==> src/rtl/apb_pkg.sv <==
package apb_pkg;

    localparam int APB_ADDR_W = 32;
    localparam int APB_DATA_W = 32;

    typedef struct packed {
        logic                  psel;
        logic                  penable;
        logic                  pwrite;
        logic [APB_ADDR_W-1:0] paddr;
        logic [APB_DATA_W-1:0] pwdata;
    } apb_req_t;

    typedef struct packed {
        logic [APB_DATA_W-1:0] prdata;
        logic                  pready;
        logic                  pslverr;
    } apb_rsp_t;

    typedef enum logic [1:0] {
        APB_IDLE,
        APB_READ,
        APB_WRITE
    } apb_op_e;

endpackage

==> src/rtl/uart_cfg_pkg.sv <==
package uart_cfg_pkg;

    localparam int UART_DIV_W      = 16;
    localparam int UART_FIFO_DEPTH = 16;

    localparam logic [UART_DIV_W-1:0] UART_DIV_RST = 16'd15;

    // Register map, byte addresses.
    localparam logic [7:0] ADDR_DATA    = 8'h00;
    localparam logic [7:0] ADDR_STATUS  = 8'h04;
    localparam logic [7:0] ADDR_CONTROL = 8'h08;
    localparam logic [7:0] ADDR_CLK_DIV = 8'h0C;

    typedef struct packed {
        logic parity_odd;   // Bit 3.
        logic parity_even;  // Bit 2, wins over odd.
        logic rx_flush;     // Bit 1.
        logic tx_flush;     // Bit 0.
    } uart_ctrl_t;

    typedef struct packed {
        logic parity_err;     // Bit 3, sticky.
        logic tx_busy;        // Bit 2.
        logic tx_fifo_full;   // Bit 1.
        logic rx_fifo_empty;  // Bit 0.
    } uart_status_t;

    typedef struct packed {
        logic       valid;
        logic [7:0] data;
    } uart_byte_t;

    typedef enum logic [2:0] {
        TX_IDLE,
        TX_START,
        TX_DATA,
        TX_PARITY,
        TX_STOP
    } tx_state_e;

    typedef enum logic [2:0] {
        RX_IDLE,
        RX_START,
        RX_DATA,
        RX_PARITY,
        RX_STOP
    } rx_state_e;

endpackage

==> src/rtl/uart_fifo.sv <==
`timescale 1ns/1ps

module uart_fifo #(
    parameter int DEPTH = 16
) (
    input  logic                     clk_i,
    input  logic                     rst_n_i,
    input  logic                     flush_i,
    input  uart_cfg_pkg::uart_byte_t in_i,
    output logic                     in_ready_o,
    output uart_cfg_pkg::uart_byte_t out_o,
    input  logic                     out_ready_i
);

    import uart_cfg_pkg::*;

    localparam int PTR_W = (DEPTH > 1) ? $clog2(DEPTH) : 1;
    localparam int CNT_W = $clog2(DEPTH + 1);

    logic [7:0]       mem [DEPTH];
    logic [PTR_W-1:0] wr_ptr_q;
    logic [PTR_W-1:0] rd_ptr_q;
    logic [CNT_W-1:0] count_q;
    logic             push;
    logic             pop;

    // Full still accepts when the head leaves in the same cycle.
    assign in_ready_o  = (count_q != CNT_W'(DEPTH)) || out_ready_i;
    assign out_o.valid = count_q != '0;
    assign out_o.data  = mem[rd_ptr_q];

    assign push = in_i.valid && in_ready_o;
    assign pop  = out_o.valid && out_ready_i;

    always_ff @(posedge clk_i) begin
        if (push) begin
            mem[wr_ptr_q] <= in_i.data;
        end
    end

    always_ff @(posedge clk_i) begin
        if (!rst_n_i || flush_i) begin
            wr_ptr_q <= '0;
            rd_ptr_q <= '0;
            count_q  <= '0;
        end else begin
            if (push) begin
                wr_ptr_q <= (wr_ptr_q == PTR_W'(DEPTH - 1)) ? '0 : wr_ptr_q + 1'b1;
            end
            if (pop) begin
                rd_ptr_q <= (rd_ptr_q == PTR_W'(DEPTH - 1)) ? '0 : rd_ptr_q + 1'b1;
            end
            if (push && !pop) begin
                count_q <= count_q + 1'b1;
            end else if (pop && !push) begin
                count_q <= count_q - 1'b1;
            end
        end
    end

endmodule

==> src/rtl/uart_tx.sv <==
`timescale 1ns/1ps

module uart_tx (
    input  logic                                clk_i,
    input  logic                                rst_n_i,
    input  uart_cfg_pkg::uart_byte_t            in_i,
    output logic                                in_ready_o,
    input  uart_cfg_pkg::uart_ctrl_t            ctrl_i,
    input  logic [uart_cfg_pkg::UART_DIV_W-1:0] clk_div_i,
    output logic                                busy_o,
    output logic                                uart_tx_o
);

    import uart_cfg_pkg::*;

    tx_state_e             state_q;
    logic [UART_DIV_W-1:0] cnt_q;
    logic [2:0]            bit_idx_q;
    logic [7:0]            shift_q;
    logic                  par_q;
    logic                  par_en_q;
    logic                  tx_q;
    logic                  bit_end;

    assign bit_end    = cnt_q == clk_div_i;
    assign in_ready_o = state_q == TX_IDLE;
    assign busy_o     = state_q != TX_IDLE;
    assign uart_tx_o  = tx_q;

    always_ff @(posedge clk_i) begin
        if (!rst_n_i) begin
            state_q   <= TX_IDLE;
            cnt_q     <= '0;
            bit_idx_q <= '0;
            par_en_q  <= 1'b0;
            tx_q      <= 1'b1;
        end else begin
            cnt_q <= bit_end ? '0 : cnt_q + 1'b1;
            case (state_q)
                TX_IDLE: begin
                    cnt_q <= '0;
                    tx_q  <= 1'b1;
                    if (in_i.valid) begin
                        shift_q  <= in_i.data;
                        // Even wins when both modes are set.
                        par_q    <= ctrl_i.parity_even ? ^in_i.data : ~^in_i.data;
                        par_en_q <= ctrl_i.parity_even | ctrl_i.parity_odd;
                        tx_q     <= 1'b0;  // Start bit.
                        state_q  <= TX_START;
                    end
                end
                TX_START: if (bit_end) begin
                    tx_q      <= shift_q[0];
                    bit_idx_q <= '0;
                    state_q   <= TX_DATA;
                end
                TX_DATA: if (bit_end) begin
                    shift_q   <= shift_q >> 1;
                    bit_idx_q <= bit_idx_q + 1'b1;
                    tx_q      <= shift_q[1];
                    if (bit_idx_q == 3'd7) begin
                        tx_q    <= par_en_q ? par_q : 1'b1;
                        state_q <= par_en_q ? TX_PARITY : TX_STOP;
                    end
                end
                TX_PARITY: if (bit_end) begin
                    tx_q    <= 1'b1;
                    state_q <= TX_STOP;
                end
                TX_STOP: if (bit_end) begin
                    state_q <= TX_IDLE;
                end
                default: state_q <= TX_IDLE;
            endcase
        end
    end

endmodule

==> src/rtl/uart_rx.sv <==
`timescale 1ns/1ps

module uart_rx (
    input  logic                                clk_i,
    input  logic                                rst_n_i,
    input  logic                                uart_rx_i,
    input  uart_cfg_pkg::uart_ctrl_t            ctrl_i,
    input  logic [uart_cfg_pkg::UART_DIV_W-1:0] clk_div_i,
    output uart_cfg_pkg::uart_byte_t            out_o,
    output logic                                parity_err_o
);

    import uart_cfg_pkg::*;

    rx_state_e             state_q;
    logic                  rx_s1_q;
    logic                  rx_s2_q;
    logic                  rx_d_q;
    logic [UART_DIV_W-1:0] cnt_q;
    logic [2:0]            bit_idx_q;
    logic [7:0]            shift_q;
    logic                  par_en_q;
    logic                  par_even_q;
    logic                  par_exp;
    logic                  bit_end;
    logic                  half_end;

    assign bit_end  = cnt_q == clk_div_i;
    assign half_end = cnt_q == (clk_div_i >> 1);
    assign par_exp  = par_even_q ? ^shift_q : ~^shift_q;

    // Both outputs are decided at the sample point itself.
    assign out_o.valid  = (state_q == RX_STOP) && bit_end && rx_s2_q;
    assign out_o.data   = shift_q;
    assign parity_err_o = (state_q == RX_PARITY) && bit_end && (rx_s2_q != par_exp);

    always_ff @(posedge clk_i) begin
        if (!rst_n_i) begin
            rx_s1_q <= 1'b1;
            rx_s2_q <= 1'b1;
            rx_d_q  <= 1'b1;
        end else begin
            rx_s1_q <= uart_rx_i;  // Two-flop synchronizer.
            rx_s2_q <= rx_s1_q;
            rx_d_q  <= rx_s2_q;
        end
    end

    always_ff @(posedge clk_i) begin
        if (!rst_n_i) begin
            state_q    <= RX_IDLE;
            cnt_q      <= '0;
            bit_idx_q  <= '0;
            par_en_q   <= 1'b0;
            par_even_q <= 1'b0;
        end else begin
            cnt_q <= bit_end ? '0 : cnt_q + 1'b1;
            case (state_q)
                RX_IDLE: begin
                    cnt_q <= '0;
                    if (rx_d_q && !rx_s2_q) begin
                        par_en_q   <= ctrl_i.parity_even | ctrl_i.parity_odd;
                        par_even_q <= ctrl_i.parity_even;
                        state_q    <= RX_START;
                    end
                end
                RX_START: if (half_end) begin
                    // A glitch no longer low at mid-start is ignored.
                    cnt_q     <= '0;
                    bit_idx_q <= '0;
                    state_q   <= rx_s2_q ? RX_IDLE : RX_DATA;
                end
                RX_DATA: if (bit_end) begin
                    shift_q   <= {rx_s2_q, shift_q[7:1]};  // LSB first.
                    bit_idx_q <= bit_idx_q + 1'b1;
                    if (bit_idx_q == 3'd7) begin
                        state_q <= par_en_q ? RX_PARITY : RX_STOP;
                    end
                end
                RX_PARITY: if (bit_end) begin
                    state_q <= RX_STOP;
                end
                RX_STOP: if (bit_end) begin
                    state_q <= RX_IDLE;
                end
                default: state_q <= RX_IDLE;
            endcase
        end
    end

endmodule

==> src/rtl/uart_regs.sv <==
`timescale 1ns/1ps

module uart_regs (
    input  logic                                    clk_i,
    input  logic                                    rst_n_i,
    input  apb_pkg::apb_req_t                       apb_req_i,
    output apb_pkg::apb_rsp_t                       apb_rsp_o,
    input  logic                                    tx_ready_i,
    input  uart_cfg_pkg::uart_byte_t                rx_pop_i,
    input  logic                                    tx_busy_i,
    input  logic                                    parity_err_i,
    output uart_cfg_pkg::uart_byte_t                tx_push_o,
    output logic                                    rx_pop_ready_o,
    output uart_cfg_pkg::uart_ctrl_t                ctrl_o,
    output logic [uart_cfg_pkg::UART_DIV_W-1:0]     clk_div_o
);

    import apb_pkg::*;
    import uart_cfg_pkg::*;

    apb_op_e               op;
    logic                  hit_data;
    logic                  hit_status;
    logic                  hit_control;
    logic                  hit_clk_div;
    logic                  hit_any;
    uart_ctrl_t            ctrl_q;
    logic [UART_DIV_W-1:0] clk_div_q;
    logic                  parity_err_q;
    uart_status_t          status;
    logic [APB_DATA_W-1:0] rdata;

    // Only the access phase does anything.
    always_comb begin
        if (!apb_req_i.psel || !apb_req_i.penable) begin
            op = APB_IDLE;
        end else if (apb_req_i.pwrite) begin
            op = APB_WRITE;
        end else begin
            op = APB_READ;
        end
    end

    assign hit_data    = apb_req_i.paddr == APB_ADDR_W'(ADDR_DATA);
    assign hit_status  = apb_req_i.paddr == APB_ADDR_W'(ADDR_STATUS);
    assign hit_control = apb_req_i.paddr == APB_ADDR_W'(ADDR_CONTROL);
    assign hit_clk_div = apb_req_i.paddr == APB_ADDR_W'(ADDR_CLK_DIV);
    assign hit_any     = hit_data | hit_status | hit_control | hit_clk_div;

    assign status.rx_fifo_empty = ~rx_pop_i.valid;
    assign status.tx_fifo_full  = ~tx_ready_i;
    assign status.tx_busy       = tx_busy_i;
    assign status.parity_err    = parity_err_q;

    always_comb begin
        rdata = '0;
        if (hit_data && rx_pop_i.valid) begin
            rdata = APB_DATA_W'(rx_pop_i.data);
        end else if (hit_status) begin
            rdata = APB_DATA_W'(status);
        end else if (hit_control) begin
            rdata = APB_DATA_W'(ctrl_q);
        end else if (hit_clk_div) begin
            rdata = APB_DATA_W'(clk_div_q);
        end
    end

    assign apb_rsp_o.prdata  = (op == APB_READ) ? rdata : '0;
    assign apb_rsp_o.pready  = 1'b1;
    assign apb_rsp_o.pslverr = (op != APB_IDLE) && !hit_any;

    // One-cycle strobes toward the FIFOs.
    assign tx_push_o.valid = (op == APB_WRITE) && hit_data;
    assign tx_push_o.data  = apb_req_i.pwdata[7:0];
    assign rx_pop_ready_o  = (op == APB_READ) && hit_data;

    always_ff @(posedge clk_i) begin
        if (!rst_n_i) begin
            ctrl_q       <= '0;
            clk_div_q    <= UART_DIV_RST;
            parity_err_q <= 1'b0;
        end else begin
            ctrl_q.tx_flush <= 1'b0;  // Self-clearing.
            ctrl_q.rx_flush <= 1'b0;
            if (op == APB_WRITE && hit_control) begin
                ctrl_q <= uart_ctrl_t'(apb_req_i.pwdata[$bits(uart_ctrl_t)-1:0]);
            end
            if (op == APB_WRITE && hit_clk_div) begin
                clk_div_q <= apb_req_i.pwdata[UART_DIV_W-1:0];
            end
            // A new error wins over the clear on read.
            if (parity_err_i) begin
                parity_err_q <= 1'b1;
            end else if (op == APB_READ && hit_status) begin
                parity_err_q <= 1'b0;
            end
        end
    end

    assign ctrl_o    = ctrl_q;
    assign clk_div_o = clk_div_q;

endmodule

==> src/rtl/apb_uart.sv <==
`timescale 1ns/1ps

module apb_uart #(
    parameter int FIFO_DEPTH = uart_cfg_pkg::UART_FIFO_DEPTH
) (
    input  logic              clk_i,
    input  logic              rst_n_i,
    input  apb_pkg::apb_req_t apb_req_i,
    output apb_pkg::apb_rsp_t apb_rsp_o,
    input  logic              uart_rx_i,
    output logic              uart_tx_o
);

    import uart_cfg_pkg::*;

    uart_byte_t            tx_push;
    logic                  tx_push_ready;
    uart_byte_t            tx_head;
    logic                  tx_head_ready;
    logic                  tx_busy;
    uart_byte_t            rx_byte;
    uart_byte_t            rx_head;
    logic                  rx_pop_ready;
    logic                  parity_err;
    uart_ctrl_t            ctrl;
    logic [UART_DIV_W-1:0] clk_div;

    uart_regs i_uart_regs (
        .clk_i         (clk_i),
        .rst_n_i       (rst_n_i),
        .apb_req_i     (apb_req_i),
        .apb_rsp_o     (apb_rsp_o),
        .tx_ready_i    (tx_push_ready),
        .rx_pop_i      (rx_head),
        .tx_busy_i     (tx_busy),
        .parity_err_i  (parity_err),
        .tx_push_o     (tx_push),
        .rx_pop_ready_o(rx_pop_ready),
        .ctrl_o        (ctrl),
        .clk_div_o     (clk_div)
    );

    uart_fifo #(
        .DEPTH(FIFO_DEPTH)
    ) i_fifo_tx (
        .clk_i      (clk_i),
        .rst_n_i    (rst_n_i),
        .flush_i    (ctrl.tx_flush),
        .in_i       (tx_push),
        .in_ready_o (tx_push_ready),
        .out_o      (tx_head),
        .out_ready_i(tx_head_ready)
    );

    uart_tx i_uart_tx (
        .clk_i     (clk_i),
        .rst_n_i   (rst_n_i),
        .in_i      (tx_head),
        .in_ready_o(tx_head_ready),
        .ctrl_i    (ctrl),
        .clk_div_i (clk_div),
        .busy_o    (tx_busy),
        .uart_tx_o (uart_tx_o)
    );

    uart_rx i_uart_rx (
        .clk_i       (clk_i),
        .rst_n_i     (rst_n_i),
        .uart_rx_i   (uart_rx_i),
        .ctrl_i      (ctrl),
        .clk_div_i   (clk_div),
        .out_o       (rx_byte),
        .parity_err_o(parity_err)
    );

    // No back-pressure toward the line, a full FIFO drops the byte.
    uart_fifo #(
        .DEPTH(FIFO_DEPTH)
    ) i_fifo_rx (
        .clk_i      (clk_i),
        .rst_n_i    (rst_n_i),
        .flush_i    (ctrl.rx_flush),
        .in_i       (rx_byte),
        .in_ready_o (),
        .out_o      (rx_head),
        .out_ready_i(rx_pop_ready)
    );

endmodule

==> config.mk <==
export PLATFORM = sky130hd
export DESIGN_NAME = apb_uart
export DESIGN_NICKNAME = d
export VERILOG_FILES = /design/src/rtl/apb_pkg.sv /design/src/rtl/uart_cfg_pkg.sv /design/src/rtl/uart_fifo.sv /design/src/rtl/uart_tx.sv /design/src/rtl/uart_rx.sv /design/src/rtl/uart_regs.sv /design/src/rtl/apb_uart.sv
export SDC_FILE = /design/constraint.sdc
export NUM_CORES = 1
export LEC_CHECK = 0
export BUFFER_PORTS_ARGS = -buffer_cell sky130_fd_sc_hd__buf_4
export CORE_MARGIN = 3
export CORE_UTILIZATION = 50
export CTS_BUF_LIST = sky130_fd_sc_hd__clkbuf_2 sky130_fd_sc_hd__clkbuf_4 sky130_fd_sc_hd__clkbuf_8
export DETAILED_ROUTE_END_ITERATION = 10
export PLACE_DENSITY_LB_ADDON = 0.25
export SYNTH_ARGS = -nofsm -noshare
export SYNTH_HDL_FRONTEND = slang
export SYNTH_SLANG_ARGS = --single-unit
==> constraint.sdc <==
create_clock -name clk_i -period 3.4 [get_ports clk_i]
set_input_delay 0.34 -clock clk_i [delete_from_list [all_inputs] [get_ports clk_i]]
set_output_delay 0.34 -clock clk_i [all_outputs]
set_load 0.1 [all_outputs]
Word-level counts from Yosys, hierarchy flattened

Memory sizes are Yosys's and may differ from the RTL's. A register that Yosys moved wholly into a read port is not among the register bits.
Index checks and enable logic that the tools add are counted.

Bitwise gates (word level): 7
Reductions and logical operators: 64
$add $sub $neg: 12
Multiplexer cells: 62
Equal/unequal tests: 37

Operators with widths:

| kind                                                                     | number |
|---|---|
| 32-bit two-way mux                                                       | 4 |
| 32-bit by 4-bit == test with 1-bit output (second input constant)        | 2 |
| 3-bit two-way mux                                                        | 17 |
| 16-bit two-way mux                                                       | 3 |
| 16-bit by 1-bit adder with 16-bit output (second input constant)         | 2 |
| 16-bit == test                                                           | 2 |
| 32-bit by 3-bit == test with 1-bit output (second input constant)        | 1 |
| 32-bit logical NOT                                                       | 1 |
| 4-bit two-way mux                                                        | 8 |
| 16-bit one-hot mux with 2 select lines                                   | 1 |
| 3-bit one-hot mux with 5 select lines                                    | 2 |
| 2-bit by 1-bit inequality test with 1-bit output (second input constant) | 12 |
| 1-bit logical AND                                                        | 20 |
| 5-bit two-way mux                                                        | 4 |
| 4-bit by 1-bit adder with 4-bit output (second input constant)           | 4 |
| 16-bit by 15-bit == test with 1-bit output                               | 1 |
| 4-bit == test (second input constant)                                    | 4 |
| 8-bit two-way mux                                                        | 2 |
| 8-bit one-hot mux with 2 select lines                                    | 1 |
| 8-bit XNOR reduction                                                     | 2 |
| 8-bit parity                                                             | 2 |
| 1-bit two-way mux                                                        | 14 |
| 2-bit nonzero test                                                       | 7 |
| 3-bit by 2-bit == test with 1-bit output (second input constant)         | 4 |
| other kinds (25)                                                         | 62 |

RAM bits: 256
Bits in registers: 115
Memories: 2
Output and inout bits: 35
Word-level logic and storage cells: 212

Memory list:

| memory        | depth | bits a word | read ports | clocked after Yosys merged registers in | write ports | line            | RTL |
|---|---|---|---|---|---|---|---|
| i_fifo_rx.mem | 16    | 8           | 1          | 1                                       | 1           | uart_fifo.sv:20 | `logic [7:0] mem [DEPTH];` |
| i_fifo_tx.mem | 16    | 8           | 1          | 1                                       | 1           | uart_fifo.sv:20 |  |

Logic depth before layout (Yosys ltp)

Depth after elaboration: 11
Mapped depth: 16
Gate-level depth less buffers: 13

By module

Synthesis repeated with hierarchy kept, for this count alone.

Cells, all modules: 1211
Area, all modules: 16912.5 µm²

Modules (own cells, without submodules):

| module    | cells an instance | area each (µm²) | times used | sequential area each (µm²) |
|---|---|---|---|---|
| uart_fifo | 309               | 5813.1          | 2          | 4184.0 |
| uart_rx   | 203               | 1931.9          | 1          | 780.7 |
| uart_tx   | 205               | 1811.7          | 1          | 750.7 |
| uart_regs | 185               | 1542.7          | 1          | 420.4 |

Worst setup path before layout

No wires, ideal clock.

Kind: register to register
Start: reg i_uart_rx.cnt_q[2]
End: reg i_fifo_rx.count_q[4]
Setup slack: -67 ps
Stages on the path, launching flop included: 17
Buffers on the path: 3
Arrival time: 3339 ps
Setup time: 128 ps
Period minus slack after synthesis: 3467 ps
Path through: dfxtp_1 > clkbuf_1 > xnor2_1 > nand4_1 > nor4_4 > o211a_1 > buf_2 > clkbuf_1 > ha_1 > inv_1 > ha_1 > nor2b_1 > o21a_1 > or3_1 > a21oi_1 > xnor2_1 > nor2_1

Cells in the longest elaborated chain, start to end: 7

RTL lines:

| element                             | line            | RTL |
|---|---|---|
| start: declaration                  | uart_rx.sv:19   | `logic [UART_DIV_W-1:0] cnt_q;` |
| start signal: assignment            | uart_rx.sv:57   | `cnt_q <= bit_end ? '0 : cnt_q + 1'b1;` |
| 16-bit == test (*)                  | uart_rx.sv:28   | `assign bit_end = cnt_q == clk_div_i;` |
| 1-bit logical AND (*) (2 in series) | uart_rx.sv:33   | `assign out_o.valid = (state_q == RX_STOP) && bit_end && rx_s2_q;` |
| 1-bit logical AND (*)               | uart_fifo.sv:32 | `assign push = in_i.valid && in_ready_o;` |
| via i_fifo_rx.push                  | uart_fifo.sv:24 | `logic push;` |
| 1-bit logical NOT                   | uart_fifo.sv:55 | `end else if (pop && !push) begin` |
| 1-bit logical AND                   | uart_fifo.sv:55 |  |
| 2-bit nonzero test (no source line) | n/a             |  |
| end signal: assignment              | uart_fifo.sv:54 | `count_q <= count_q + 1'b1;` |
| end signal: assignment              | uart_fifo.sv:56 | `count_q <= count_q - 1'b1;` |
| end: declaration                    | uart_fifo.sv:23 | `logic [CNT_W-1:0] count_q;` |

The timed path passes the listed nets; every way through them passes the cells marked *.
A chain may end at the register's enable or synchronous reset.

==> impl_metrics.tcl <==
set metrics [dict create \
    ctsRootBufferMaster "clkbuf_8" \
    track_usage_pct 20.4 \
    total_power_mw 10.8 \
    io_pins 105 \
    leakagePower_nw 6.52 \
    yosys_warnings 0 \
    diodes 0 \
    worstMarginPinSlew_ns 0.720 \
    path_cells "buf_4 -> mux4_2 -> mux4_2 -> o2111a_1 -> buf_4" \
    numCtsBuffers 66 \
    clk_path_buf_depth 3 \
    cts_tree "done" \
    setup_viol 0 \
    switching_power_mw 2.70 \
    synthCells 1159 \
    cp_top_family "multiplexers" \
    min_period_ns 3.23 \
    fillerInstances 2544 \
    worst-path-max-fanout 20 \
    synth.avg_cell_area_sq_um 14.1 \
    grt_max_degree 33 \
    seq_power_share_pct 47.8 \
    switching_share_pct 25.1 \
    routed_wl_mm 35.3 \
    synth-edff-count 273 \
    cp-start-kind "flip-flop" \
    dp_hpwl_mm 24.2 \
    cts.repair.resized 0 \
    core_sq_mm 0.0319 \
    die_x_um 187 \
    rsz0062_at_grt "false" \
    netlist_top_cells_count "273 x edfxtp_1, 109 x nor2_1, 106 x dfxtp_1, 77 x mux4_2, 76 x nand2_1" \
    synth_top_area_cell "edfxtp_1" \
    fin_nets 1399 \
    tns_ns 0 \
    fin_crit_sh_pct 95.0 \
    dpl.cell_count 1665 \
    vias_per_cell 5.49 \
    cp.required_ns 3.06 \
    antenna_found_initial 0 \
    finalNonFillerCells 1786 \
    critPathBufInv 2 \
    p_per_area_mw_per_mm2 569 \
    num_vias 9806 \
    drive_gt1_share_pct 24.6 \
    end_kind "output port" \
    start_util_pct 51.3 \
    placed_cell_area_sq_mm 0.0176 \
    stdcell_area_sq_mm 0.0189 \
    comb_power_share_pct 15.0 \
    slew_viol_final 0 \
    synth_ff_type "edfxtp_1" \
    power_frac_clock_pct 37.2 \
    place_congestion 0.842 \
    fp.dieArea_sq_mm 0.0349 \
    wire_per_inst_um 19.7 \
    maxCapViolCount 0 \
    grt_pass1_vias 9973 \
    hold_class "in -> reg" \
    ys_ff_latch 379 \
    rows 65 \
    slew_headroom_pct 51.9 \
    synth.distinct_cells 56 \
    ys_async_sr_fraction_pct 0 \
    path_class "reg -> out" \
    synth_most_common_cell "edfxtp_1" \
    grt_overflow 0 \
    io_buffers 71 \
    post-route-drc-count 0 \
    fin_skew_ns 0.0258 \
    vdd_drop_max_mv 0.376 \
    ant_nets 0 \
    clk_pin_slew_ns 0.06 \
    max_stage_delay_ns 0.57 \
    h-tree-depth 3 \
    clkSinkCount 379 \
    intPower_mw 8.06 \
    status "complete, no violations" \
    fp.dieH_um 187 \
    synth_top_area_share_pct 50.1 \
    grt_pass1_wl_mm 55.6 \
    ys_seq_area_share_pct 63.1 \
    fmax_mhz 310 \
    hold_violations 0 \
    areaGrowthSynthToFinish_pct 15.6 \
    arrival_ns 2.89 \
    syn_area_sq_mm 0.0164 \
    first_pass_iters 5 \
    drtIter0Drc 605 \
    crit_slowest_cell "mux4_2" \
    worst_hold_slack_ns 0.0414 \
    clk_latency_ns 0.58 \
    synthTopCellsByArea "edfxtp_1 50%, dfxtp_1 13%, mux4_2 11%" \
]
## power groups by stage
stage          clock network, mW  registers (mW)  logic (mW)
3_3_place_gp                   0            5.24        1.59
2_1_floorplan                  0            5.25        1.23
3_5_place_dp                   0            5.24        1.62
5_1_grt                     4.33            5.16        1.75
6_report                    4.00            5.14        1.61
4_1_cts                     4.10            5.14        1.63
## cell type report
cell class              instances  area [sq um]  share of cell area (%)
clock buffers                  94          1140                    6.05
clock inverters                23           133                   0.701
inverters                      15          56.3                   0.298
multi-input cells             700          5640                    29.8
flip-flops and latches        379         10300                    54.6
well taps                     435           544                    2.88
repair buffers                140          1070                    5.68
## layout by cell type (no fill, tap or decap), types with 12 or more instances in the layout
cell,instances
edfxtp_1,273
buf_4,135
nor2_1,109
dfxtp_1,104
mux4_2,77
nand2_1,76
clkbuf_8,70
xnor2_1,55
a21oi_1,48
xor2_1,46
nand3_1,35
and3_1,32
ha_1,25
clkbuf_4,24
nand4_1,21
nor2b_1,20
conb_1,17
nor4_1,16
inv_1,15
clkinv_1,12
## through the flow
step                      utilization, %  worst slack [ns]
after floorplan                        -            0.0447
after global placement              55.2            0.0867
after detailed placement            55.2            0.0112
after CTS                           59.3            0.0897
after global routing                59.3           0.00701
final                               59.3             0.169
## sequential cells by signal, indices dropped and copies added (netlist names), 3 cells and up, named ones only
register and count:
i_fifo_rx.count_q 5, i_fifo_rx.mem 128, i_fifo_rx.rd_ptr_q 4, i_fifo_rx.wr_ptr_q 4, i_fifo_tx.count_q 5, i_fifo_tx.mem 128
i_fifo_tx.rd_ptr_q 4, i_fifo_tx.wr_ptr_q 4, i_uart_regs.clk_div_o 16, i_uart_regs.ctrl_o 4, i_uart_rx.bit_idx_q 3, i_uart_rx.cnt_q 16
i_uart_rx.shift_q 8, i_uart_rx.state_q 3, i_uart_tx.bit_idx_q 3, i_uart_tx.cnt_q 16, i_uart_tx.shift_q 8, i_uart_tx.state_q 3
## final timing paths
check,endpoint,slack [ns],cells after the start,from
max,apb_rsp_o[3],0.17,5,flip-flop
min,i_uart_regs.clk_div_o[8]$_SDFFE_PN0P_,0.04,3,apb_req_i[8]
max reg2reg,i_fifo_tx.count_q[4]$_SDFFE_PP0P_,0.28,13,i_uart_tx.state_q[2]$_SDFFE_PN0P_
min reg2reg,i_uart_rx.rx_s2_q$_SDFF_PN1_,0.41,1,i_uart_rx.rx_s1_q$_SDFF_PN1_
## timing repair
item | 4_1_cts | 5_1_grt
hold endpoints to repair | 4 | 0
buffers inserted | 0 | 0
hold buffers | 4 | 0
## kinds of logic (layout without fill, tap and decap cells)
family,after synthesis,after routing,synth area share [%]
AND/OR/NAND/NOR,361,361,10.9
multiplexers,96,96,11.8
other,2,17,0.0459
flip-flops,379,379,63.1
XOR/XNOR,102,102,5.55
AO/OA/AOI/OAI,97,97,3.54
buffers and inverters,95,272,2.80
adder cells (fa/ha/maj),27,27,2.16
## worst reg2reg max path, stage by stage, from the launching register on
cell and delay, ns:
dfxtp_1 0.30, or3_1 0.41, and3_1 0.26, nor2_1 0.19
and3_1 0.25, ha_1 0.19, inv_1 0.08, ha_1 0.31
nor2b_1 0.16, o21a_1 0.18, or3_1 0.30, a21oi_1 0.17
xnor2_1 0.13, nor2_1 0.05
## per-layer routing
metal | routed length, um | up-vias | GRT usage, % | part of all wire (%)
met5 | 0 | - | 0 | 0
met4 | 823 | 0 | 6.37 | 2.3
met3 | 2200 | 63 | 4.33 | 6.2
met2 | 17100 | 279 | 33.5 | 48
met1 | 15200 | 4862 | 27.6 | 43
li1 | - | 4602 | - | -
Power figures use the tool's default switching activity.
